==> config.mk <==
export PLATFORM = sky130hd
export DESIGN_NAME = gecko_decode_top
export DESIGN_NICKNAME = d
export VERILOG_FILES = /design/src/rv32_pkg.sv /design/src/decode_pkg.sv /design/src/regfile_if.sv /design/src/decode_control.sv /design/src/decode_counters.sv /design/src/register_file.sv /design/src/register_scoreboard.sv /design/src/command_builder.sv /design/src/gecko_decode_top.sv
export SDC_FILE = /design/constraint.sdc
export NUM_CORES = 2
export LEC_CHECK = 0
export ABC_AREA = 1
export BUFFER_PORTS_ARGS = -buffer_cell sky130_fd_sc_hd__buf_2
export CAP_MARGIN = 20
export CELL_PAD_IN_SITES_DETAIL_PLACEMENT = 0
export CELL_PAD_IN_SITES_GLOBAL_PLACEMENT = 1
export CORE_ASPECT_RATIO = 0.9
export CORE_MARGIN = 5
export CORE_UTILIZATION = 50
export DETAILED_ROUTE_END_ITERATION = 6
export GPL_ROUTABILITY_DRIVEN = 0
export PLACE_DENSITY_LB_ADDON = 0.15
export SLEW_MARGIN = 20
export SYNTH_ARGS = -nofsm -noshare
export SYNTH_HDL_FRONTEND = slang
export SYNTH_SLANG_ARGS = --single-unit
==> constraint.sdc <==
create_clock -name clk -period 7.9 [get_ports clk]
set_clock_uncertainty 0.05 [all_clocks]
set_input_delay 1.185 -clock clk [delete_from_list [all_inputs] [get_ports clk]]
set_output_delay 1.185 -clock clk [all_outputs]
set_load 0.01 [all_outputs]
==> src/rv32_pkg.sv <==
// RV32I instruction encodings
package rv32_pkg;

    // register index and register value
    typedef logic [4:0] reg_addr_t;
    typedef logic [31:0] reg_value_t;

    // x0 through x31
    localparam int num_regs = 32;

    // major opcodes known to decode
    // anything else is illegal and halts the stage
    typedef enum logic [6:0] {
        OP     = 7'b0110011,
        OP_IMM = 7'b0010011,
        SYSTEM = 7'b1110011
    } opcode_t;

    // ebreak lives in the priv group of SYSTEM
    localparam logic [11:0] funct12_ebreak = 12'h001;
    localparam logic [2:0] funct3_priv = 3'b000;

    // shift right, funct7 bit 5 selects arithmetic
    localparam logic [2:0] funct3_sr = 3'b101;

    // register-register layout
    typedef struct packed {
        logic [6:0] funct7;
        reg_addr_t rs2;
        reg_addr_t rs1;
        logic [2:0] funct3;
        reg_addr_t rd;
        opcode_t opcode;
    } r_fields_t;

    // register-immediate layout
    // imm12 overlays funct7 and rs2
    typedef struct packed {
        logic [11:0] imm12;
        reg_addr_t rs1;
        logic [2:0] funct3;
        reg_addr_t rd;
        opcode_t opcode;
    } i_fields_t;

    // one instruction word, read either way
    typedef union packed {
        r_fields_t r;
        i_fields_t i;
    } instr_word_u;

endpackage

==> src/decode_pkg.sv <==
// Decode stage types
package decode_pkg;

    // sweep clears the register file after reset
    // exit swallows everything until the next reset
    typedef enum logic [1:0] {
        SWEEP  = 2'b00,
        NORMAL = 2'b01,
        EXIT   = 2'b10
    } decode_state_t;

    // tag that keeps decode in step with jumps
    typedef logic [1:0] jump_flag_t;

    // per register issue and writeback counters
    typedef logic [2:0] reg_status_t;

    // what the execute stage is asked to do
    typedef enum logic [1:0] {
        ALU_REG = 2'b00,
        ALU_IMM = 2'b01,
        HALT    = 2'b10
    } exec_kind_t;

    // command handed to execute
    typedef struct packed {
        exec_kind_t kind;
        logic [2:0] funct3;
        // funct7 bit 5, sub and sra
        logic alt;
        rv32_pkg::reg_addr_t rd;
        // front counter of rd before this issue
        reg_status_t rd_status;
        rv32_pkg::reg_value_t operand_a;
        rv32_pkg::reg_value_t operand_b;
        logic [31:0] pc;
        jump_flag_t jump_flag;
    } exec_command_t;

    // count of issued commands
    typedef logic [31:0] retired_count_t;

    // exit code for an unsupported opcode
    localparam logic [7:0] exit_code_illegal = 8'd1;

endpackage

==> src/regfile_if.sv <==
// Register file port bundle
`timescale 1ns/1ps

interface regfile_if;

    // single write port
    logic write_enable;
    rv32_pkg::reg_addr_t write_addr;
    rv32_pkg::reg_value_t write_value;

    // two combinational read ports
    rv32_pkg::reg_addr_t rs1_addr;
    rv32_pkg::reg_addr_t rs2_addr;
    rv32_pkg::reg_value_t rs1_value;
    rv32_pkg::reg_value_t rs2_value;

    modport storage (
        input  write_enable, write_addr, write_value,
        input  rs1_addr, rs2_addr,
        output rs1_value, rs2_value
    );

    modport reader (output rs1_addr, rs2_addr, input rs1_value, rs2_value);

    modport writer (output write_enable, write_addr, write_value);

endinterface

==> src/decode_control.sv <==
// Decode state machine
`timescale 1ns/1ps

module decode_control (
    input  logic clk,
    input  logic arst_n,
    input  logic sweep_done,
    input  logic instr_valid,
    input  logic instr_stale,
    input  logic operands_ready,
    input  logic slot_free,
    input  logic is_illegal,
    input  logic is_ebreak,
    output decode_pkg::decode_state_t state,
    output logic instr_ready,
    output logic issue,
    output logic halt
);

    decode_pkg::decode_state_t next_state;
    logic accept;
    logic in_normal;

    assign in_normal = (state == decode_pkg::NORMAL);

    // stale words go without operands, but still need the slot
    // exit drains whatever arrives
    assign instr_ready = (in_normal && slot_free && (instr_stale || operands_ready))
            || (state == decode_pkg::EXIT);

    assign accept = instr_valid && instr_ready;

    // only live instructions in normal produce a command
    assign issue = accept && in_normal && !instr_stale;

    // halt command replaces ebreak and illegal opcodes
    assign halt = issue && (is_illegal || is_ebreak);

    always_comb begin
        next_state = state;
        unique case (state)
            decode_pkg::SWEEP: begin
                // last register cleared this cycle
                if (sweep_done) begin
                    next_state = decode_pkg::NORMAL;
                end
            end
            decode_pkg::NORMAL: begin
                if (halt) begin
                    next_state = decode_pkg::EXIT;
                end
            end
            decode_pkg::EXIT: begin
                // held until reset
                next_state = decode_pkg::EXIT;
            end
            default: begin
                next_state = decode_pkg::SWEEP;
            end
        endcase
    end

    always_ff @(posedge clk or negedge arst_n) begin
        if (!arst_n) begin
            state <= decode_pkg::SWEEP;
        end else begin
            state <= next_state;
        end
    end

endmodule

==> src/decode_counters.sv <==
// Sweep, jump and retire counters
`timescale 1ns/1ps

module decode_counters (
    input  logic clk,
    input  logic arst_n,
    input  decode_pkg::decode_state_t state,
    input  logic jump_valid,
    input  logic issue,
    output rv32_pkg::reg_addr_t sweep_addr,
    output logic sweep_done,
    output decode_pkg::jump_flag_t jump_flag,
    output decode_pkg::retired_count_t retired_instructions
);

    logic sweeping;

    assign sweeping = (state == decode_pkg::SWEEP);

    // one register per cycle
    // x31 is the last one cleared
    assign sweep_done = (sweep_addr == rv32_pkg::reg_addr_t'(rv32_pkg::num_regs - 1));

    always_ff @(posedge clk or negedge arst_n) begin
        if (!arst_n) begin
            sweep_addr <= '0;
            jump_flag <= '0;
            retired_instructions <= '0;
        end else begin
            if (sweeping) begin
                sweep_addr <= sweep_addr + 1'b1;
            end
            // wrapping flag
            // only equality with the tag matters
            if (jump_valid) begin
                jump_flag <= jump_flag + 1'b1;
            end
            // halt command counts too
            if (issue) begin
                retired_instructions <= retired_instructions + 1'b1;
            end
        end
    end

endmodule

==> src/register_file.sv <==
// Integer register file
`timescale 1ns/1ps

module register_file (
    input  logic clk,
    input  logic arst_n,
    regfile_if.storage regs
);

    rv32_pkg::reg_value_t mem [rv32_pkg::num_regs];
    logic write_ok;
    rv32_pkg::reg_value_t write_data;

    // no writes while held in reset
    assign write_ok = regs.write_enable && arst_n;

    // x0 only ever takes zero
    // the sweep's zero write is what sets it
    assign write_data = (regs.write_addr == '0) ? '0 : regs.write_value;

    always_ff @(posedge clk) begin
        if (write_ok) begin
            mem[regs.write_addr] <= write_data;
        end
    end

    // reads see a write one edge later
    // a stalled reader then goes on the next edge
    assign regs.rs1_value = mem[regs.rs1_addr];
    assign regs.rs2_value = mem[regs.rs2_addr];

endmodule

==> src/register_scoreboard.sv <==
// Register status scoreboard
`timescale 1ns/1ps

module register_scoreboard (
    input  logic clk,
    input  logic arst_n,
    input  decode_pkg::decode_state_t state,
    input  rv32_pkg::reg_addr_t sweep_addr,
    input  rv32_pkg::reg_addr_t issue_rd,
    input  logic issue_write,
    input  logic wb_valid,
    input  rv32_pkg::reg_addr_t wb_addr,
    input  rv32_pkg::reg_addr_t rs1_addr,
    input  rv32_pkg::reg_addr_t rs2_addr,
    output decode_pkg::reg_status_t rd_status,
    output logic operands_ready
);

    // front steps on issue, rear on writeback
    decode_pkg::reg_status_t front [rv32_pkg::num_regs];
    decode_pkg::reg_status_t rear [rv32_pkg::num_regs];
    logic sweeping;
    logic wb_step;
    logic rs1_pending;
    logic rs2_pending;

    assign sweeping = (state == decode_pkg::SWEEP);

    // x0 is never issued, so its writebacks are ignored
    assign wb_step = wb_valid && !sweeping && (wb_addr != '0);

    always_ff @(posedge clk or negedge arst_n) begin
        if (!arst_n) begin
            front <= '{default: '0};
            rear <= '{default: '0};
        end else if (sweeping) begin
            front[sweep_addr] <= '0;
            rear[sweep_addr] <= '0;
        end else begin
            if (issue_write) begin
                front[issue_rd] <= front[issue_rd] + 1'b1;
            end
            if (wb_step) begin
                rear[wb_addr] <= rear[wb_addr] + 1'b1;
            end
        end
    end

    // counters differ while a result is outstanding
    assign rs1_pending = (front[rs1_addr] != rear[rs1_addr]);
    assign rs2_pending = (front[rs2_addr] != rear[rs2_addr]);
    assign operands_ready = !rs1_pending && !rs2_pending;

    // tag carried by the command for the writer
    assign rd_status = front[issue_rd];

endmodule

==> src/command_builder.sv <==
// Execute command builder
`timescale 1ns/1ps

module command_builder (
    input  logic clk,
    input  logic arst_n,
    input  logic [31:0] instr_data,
    input  logic [31:0] instr_pc,
    input  decode_pkg::jump_flag_t jump_flag,
    input  decode_pkg::reg_status_t rd_status,
    input  logic issue,
    input  logic exec_ready,
    output logic exec_valid,
    output decode_pkg::exec_command_t exec_command,
    output logic slot_free,
    output logic is_illegal,
    output logic is_ebreak,
    output logic [7:0] exit_code,
    output logic exit_flag,
    output rv32_pkg::reg_addr_t issue_rd,
    output rv32_pkg::reg_addr_t rs1_addr,
    output rv32_pkg::reg_addr_t rs2_addr,
    regfile_if.reader regs
);

    rv32_pkg::instr_word_u word;
    logic is_op;
    logic is_op_imm;
    logic is_shift_imm;
    logic halt_issue;
    rv32_pkg::reg_value_t imm_ext;
    decode_pkg::exec_command_t next_command;

    assign word = instr_data;

    // opcode decode
    assign is_op = (word.r.opcode == rv32_pkg::OP);
    assign is_op_imm = (word.i.opcode == rv32_pkg::OP_IMM);
    assign is_shift_imm = is_op_imm && (word.i.funct3 == rv32_pkg::funct3_sr);
    assign is_ebreak = (word.i.opcode == rv32_pkg::SYSTEM)
            && (word.i.funct3 == rv32_pkg::funct3_priv)
            && (word.i.imm12 == rv32_pkg::funct12_ebreak);
    assign is_illegal = !(is_op || is_op_imm || is_ebreak);

    // rs2 bits are immediate outside OP, read x0 there
    assign rs1_addr = word.r.rs1;
    assign rs2_addr = is_op ? word.r.rs2 : '0;
    assign regs.rs1_addr = rs1_addr;
    assign regs.rs2_addr = rs2_addr;
    assign issue_rd = word.r.rd;

    assign imm_ext = {{20{word.i.imm12[11]}}, word.i.imm12};

    always_comb begin
        if (is_illegal || is_ebreak) begin
            next_command.kind = decode_pkg::HALT;
        end else if (is_op) begin
            next_command.kind = decode_pkg::ALU_REG;
        end else begin
            next_command.kind = decode_pkg::ALU_IMM;
        end
        next_command.funct3 = word.r.funct3;
        // srai reuses funct7 bit 5 inside the immediate
        next_command.alt = (is_op || is_shift_imm) && word.r.funct7[5];
        next_command.rd = (is_op || is_op_imm) ? word.r.rd : '0;
        next_command.rd_status = rd_status;
        next_command.operand_a = regs.rs1_value;
        next_command.operand_b = is_op ? regs.rs2_value : imm_ext;
        next_command.pc = instr_pc;
        next_command.jump_flag = jump_flag;
    end

    assign halt_issue = issue && (is_illegal || is_ebreak);

    // single slot, refills on the edge it drains
    assign slot_free = !exec_valid || exec_ready;

    always_ff @(posedge clk or negedge arst_n) begin
        if (!arst_n) begin
            exec_valid <= 1'b0;
        end else if (issue) begin
            exec_valid <= 1'b1;
        end else if (exec_ready) begin
            exec_valid <= 1'b0;
        end
    end

    // only loaded when the slot is free
    always_ff @(posedge clk) begin
        if (issue) begin
            exec_command <= next_command;
        end
    end

    // exit status, sticky until reset
    always_ff @(posedge clk or negedge arst_n) begin
        if (!arst_n) begin
            exit_flag <= 1'b0;
            exit_code <= '0;
        end else if (halt_issue) begin
            exit_flag <= 1'b1;
            exit_code <= is_ebreak ? regs.rs1_value[7:0] : decode_pkg::exit_code_illegal;
        end
    end

endmodule

==> src/gecko_decode_top.sv <==
// RV32I decode stage
`timescale 1ns/1ps

module gecko_decode_top (
    input  logic clk,
    input  logic arst_n,
    // instruction stream
    input  logic instr_valid,
    output logic instr_ready,
    input  logic [31:0] instr_data,
    input  logic [31:0] instr_pc,
    input  decode_pkg::jump_flag_t instr_jump_flag,
    // execute stream
    output logic exec_valid,
    input  logic exec_ready,
    output decode_pkg::exec_command_t exec_command,
    // writeback, never stalled
    input  logic wb_valid,
    input  rv32_pkg::reg_addr_t wb_addr,
    input  rv32_pkg::reg_value_t wb_value,
    input  logic jump_valid,
    // status
    output logic exit_flag,
    output logic [7:0] exit_code,
    output decode_pkg::retired_count_t retired_instructions
);

    decode_pkg::decode_state_t state;
    rv32_pkg::reg_addr_t sweep_addr;
    logic sweep_done;
    decode_pkg::jump_flag_t jump_flag;
    logic instr_stale;
    logic operands_ready;
    logic slot_free;
    logic is_illegal;
    logic is_ebreak;
    logic issue;
    logic halt;
    logic issue_write;
    decode_pkg::reg_status_t rd_status;
    rv32_pkg::reg_addr_t issue_rd;
    rv32_pkg::reg_addr_t rs1_addr;
    rv32_pkg::reg_addr_t rs2_addr;

    regfile_if regs ();

    // tag from before any jump this cycle
    assign instr_stale = (instr_jump_flag != jump_flag);

    // halts and x0 leave the scoreboard alone
    assign issue_write = issue && !halt && (issue_rd != '0);

    // sweep owns the write port, writebacks after
    always_comb begin
        if (state == decode_pkg::SWEEP) begin
            regs.write_enable = 1'b1;
            regs.write_addr = sweep_addr;
            regs.write_value = '0;
        end else begin
            regs.write_enable = wb_valid;
            regs.write_addr = wb_addr;
            regs.write_value = wb_value;
        end
    end

    decode_control u_control (
        .clk, .arst_n, .sweep_done, .instr_valid, .instr_stale, .operands_ready,
        .slot_free, .is_illegal, .is_ebreak, .state, .instr_ready, .issue, .halt
    );

    decode_counters u_counters (
        .clk, .arst_n, .state, .jump_valid, .issue,
        .sweep_addr, .sweep_done, .jump_flag, .retired_instructions
    );

    register_file u_register_file (.clk, .arst_n, .regs(regs.storage));

    register_scoreboard u_scoreboard (
        .clk, .arst_n, .state, .sweep_addr, .issue_rd, .issue_write,
        .wb_valid, .wb_addr, .rs1_addr, .rs2_addr, .rd_status, .operands_ready
    );

    command_builder u_builder (
        .clk, .arst_n, .instr_data, .instr_pc, .jump_flag, .rd_status, .issue,
        .exec_ready, .exec_valid, .exec_command, .slot_free, .is_illegal,
        .is_ebreak, .exit_code, .exit_flag, .issue_rd, .rs1_addr, .rs2_addr,
        .regs(regs.reader)
    );

endmodule

==> results_dict.tcl <==
set metrics [dict create \
    grtUsageTotal 0.3612 \
    yosysUniqueCellTypes 61 \
    ys_seq_area_frac 0.5608 \
    end_kind "primary output" \
    p_per_area_nw_per_um2 248.8 \
    fp-row-count 131 \
    fmax_mhz 160.6 \
    drt-total-wl_mm 283.1 \
    async_flop_share 0.1762 \
    numCtsBuffers 151 \
    clockBufferDepth 3 \
    cp_cell_sequence "buf_2, nand2_2, nor2_8, nand2_1, nor2_4, buf_4, nand3_1, nand3_1, nand2_1, nand2_1, nand2_1, nor2_1, nand2_1, nand2_1, nand2_4, nand2_8, buf_2" \
    chipHeight_um 369.2 \
    yosysWarnings 0 \
    num_vias 64040 \
    power.internal_uw 13590 \
    clk_latency_ns 0.79 \
    antenna_left 0 \
    wl_per_cell_um 29.79 \
    final_max_slew_viol_count 0 \
    hold_violations 0 \
    grt_pass1_vias 59820 \
    nets 7635 \
    first_pass_iters 6 \
    start_util 0.5044 \
    drt_first_iter_violations 11090 \
    finalSetupViolations 0 \
    numClockSinks 1379 \
    hold_path_class "primary input to async pin" \
    path_clk_slew_ns 0.06 \
    p_sw_frac 0.3127 \
    pwr-share-comb 0.179 \
    synth_area_sq_um 71670 \
    cp.arrival_ns 4.99 \
    ctsResizeCount 0 \
    area_growth_pct 10.86 \
    criticalPathCategory "primary input to primary output" \
    vdd.ir_drop.worst_mv 0.2277 \
    vias_per_cell 6.739 \
    post_cts_buffers 0 \
    cts_hold_buffers 0 \
    netlist_instances 7548 \
    ys_ff_latch 1379 \
    cts_tree "built" \
    seqPwrFrac 0.462 \
    antenna_found_initial 6 \
    period_share 0.7882 \
    fin_tns_setup_ns 0 \
    critPathSlowestCell "buf_4" \
    p_clk_frac 0.359 \
    p_switching_uw 6182 \
    synth-edff-count 1136 \
    grt_max_degree 194 \
    drc 0 \
    reg2reg_slack_ns 3.29 \
    avgSynthCellArea_sq_um 9.496 \
    max_slew.worst_pin.slew_ns 1.206 \
    hpwl_mm 157.5 \
    drive_above_1_share 0.1279 \
    power_leakage_uw 0.02880 \
    numPortBuffers 263 \
    critPathBufInv 3 \
    fillers 12280 \
    cts-root-buf "clkbuf_16" \
    globalRouteOverflowTotal 0 \
    critPathMostFrequentCell "nand2_1" \
    relSlewSlack 0.1957 \
    cts_max_level 4 \
    status "completed" \
    critPathLaunchType "primary input" \
    grt_pass1_wl_mm 407.6 \
    die_area_sq_um 151000 \
    maxCapViolations 0 \
    required_ns 6.66 \
    critPathMaxFanout 34 \
    synthFlopType "edfxtp_1" \
    syn-num-nets 7668 \
    rsz0062_at_grt "false" \
    total_power_uw 19770 \
    die_x_um 409.1 \
    io_pins 264 \
    fp.coreArea_sq_um 142100 \
    crit_family "simple AND/OR/NAND/NOR gates" \
    cp_slowest_stage_delay_ns 0.58 \
    period_minus_slack_ns 6.227 \
]
[cell type report]
| type | count | area, sq um | share of cell area |
|---|---|---|---|
| clock buffer | 188 | 4041 | 0.05086 |
| inverter | 380 | 1480 | 0.01863 |
| tap | 1862 | 2330 | 0.02932 |
| antenna | 4 | 10.01 | 0.0001260 |
| timing repair buffer | 435 | 2820 | 0.03549 |
| multi-input combinational | 5168 | 27780 | 0.3496 |
| clock inverter | 86 | 800.8 | 0.01008 |
| sequential | 1379 | 40190 | 0.5058 |
[power by group through the flow]
| stage | clock network [uW] | registers (uW) | logic, uW |
|---|---|---|---|
| 2_1_floorplan | 0 | 9150 | 1950 |
| 3_3_place_gp | 0 | 9240 | 3360 |
| 3_5_place_dp | 0 | 9250 | 3400 |
| 4_1_cts | 7150 | 9100 | 3410 |
| 5_1_grt | 7440 | 9170 | 3750 |
| 6_report | 7090 | 9130 | 3550 |
[cells in the mapped netlist (8+ instances only)]
cell / instances / area, sq um
nor3_1: 34 / 170.2
nand2_1: 1231 / 4621
mux2i_1: 25 / 250.2
xnor2_1: 10 / 87.58
a31oi_1: 68 / 425.4
buf_4: 36 / 270.3
a32oi_1: 31 / 271.5
buf_1: 56 / 210.2
nand4_1: 35 / 219.0
ha_1: 11 / 137.6
nand4_4: 26 / 553.0
a311oi_1: 14 / 122.6
nor2_1: 787 / 2954
and3_1: 11 / 68.82
clkbuf_1: 452 / 1697
xor2_1: 27 / 236.5
or2_2: 219 / 1370
a21oi_1: 163 / 815.8
nand3_1: 728 / 3643
a22oi_1: 10 / 75.07
o221ai_1: 330 / 2890
o21ai_0: 780 / 3904
dfrtp_1: 243 / 6081
inv_1: 372 / 1396
nor4_1: 8 / 50.05
buf_2: 65 / 325.3
o21bai_1: 15 / 112.6
a211oi_1: 14 / 105.1
o22ai_1: 235 / 1470
o32ai_1: 44 / 385.4
a32o_1: 11 / 110.1
o211ai_1: 256 / 1922
edfxtp_1: 1136 / 34110
[cells in the final DEF, fill, tap and decap left out, types with 235 or more instances in the layout]
| cell type | netlist | layout |
|---|---|---|
| buf_2 | 65 | 256 |
| dfrtp_1 | 243 | 243 |
| edfxtp_1 | 1136 | 1136 |
| inv_1 | 372 | 367 |
| nand2_1 | 1231 | 1230 |
| nand3_1 | 728 | 728 |
| nor2_1 | 787 | 745 |
| o211ai_1 | 256 | 256 |
| o21ai_0 | 780 | 779 |
| o221ai_1 | 330 | 330 |
| o22ai_1 | 235 | 235 |
[path summary, 6_finish.rpt]
| check | startpoint | to | cells past startpoint |
|---|---|---|---|
| setup / recovery | instr_data[5] | instr_ready | 17 |
| hold / removal | arst_n | u_scoreboard.rear[68]$_DFFE_PN0P_ | 1 |
| setup reg to reg | u_control.state[1]$_DFFE_PN0P_ | u_register_file.mem[18][19]$_DFFE_PP_ | 8 |
| hold reg to reg | u_builder.exit_flag$_DFFE_PN0P_ | u_builder.exit_flag$_DFFE_PN0P_ | 1 |
| max in group asynchronous | arst_n | u_counters.retired_instructions[10]$_DFFE_PN0P_ | 2 |
| min in group clk | u_builder.exit_flag$_DFFE_PN0P_ | u_builder.exit_flag$_DFFE_PN0P_ | 1 |
[flip-flops by register name, indices dropped and copies added, names as in the netlist]
| register | count |
|---|---|
| u_builder.exit_code | 8 |
| u_counters.jump_flag | 2 |
| u_scoreboard.rear | 96 |
| u_builder.exec_valid | 1 |
| u_scoreboard.front | 96 |
| u_builder.exit_flag | 1 |
| u_control.state | 2 |
| u_counters.retired_instructions | 32 |
| u_counters.sweep_addr | 5 |
| u_builder.exec_command | 112 |
| u_register_file.mem | 1024 |
[through the flow]
step	cells	worst slack, ns	util	area (sq um)	hold WS, ns
after floorplan	7548	3.619	-	71670	0.4166
after global placement	9215	1.873	0.5237	74420	0.3991
after detailed placement	9221	1.851	0.5245	74540	0.4132
after CTS	9495	1.841	0.5586	79380	0.4272
after global routing	9498	1.593	0.5591	79450	0.4312
final	9502	1.673	0.5591	79460	0.4108
[cell families (layout without fill, tap and decap cells)]
kind of cell / after synthesis / in the layout / synth area share
AO/OA/AOI/OAI: 1994 / 1994 / 0.1786
XOR/XNOR: 37 / 37 / 0.004521
adder cells (fa/ha/maj): 11 / 11 / 0.001920
buffers and inverters: 1001 / 1089 / 0.05696
flip-flops: 1379 / 1379 / 0.5608
multiplexers: 25 / 25 / 0.003491
other: 0 / 4 / 0
AND/OR/NAND/NOR: 3101 / 3101 / 0.1937
[routing by layer]
metal | routed length (um) | vias up | track usage
li1 | - | 27470 | -
met1 | 111400 | 31030 | 0.5102
met2 | 119400 | 4834 | 0.5253
met3 | 41470 | 702 | 0.1116
met4 | 10830 | 8 | 0.1352
met5 | 58 | - | 0
Note: power is estimated with default switching activity, not from simulation.
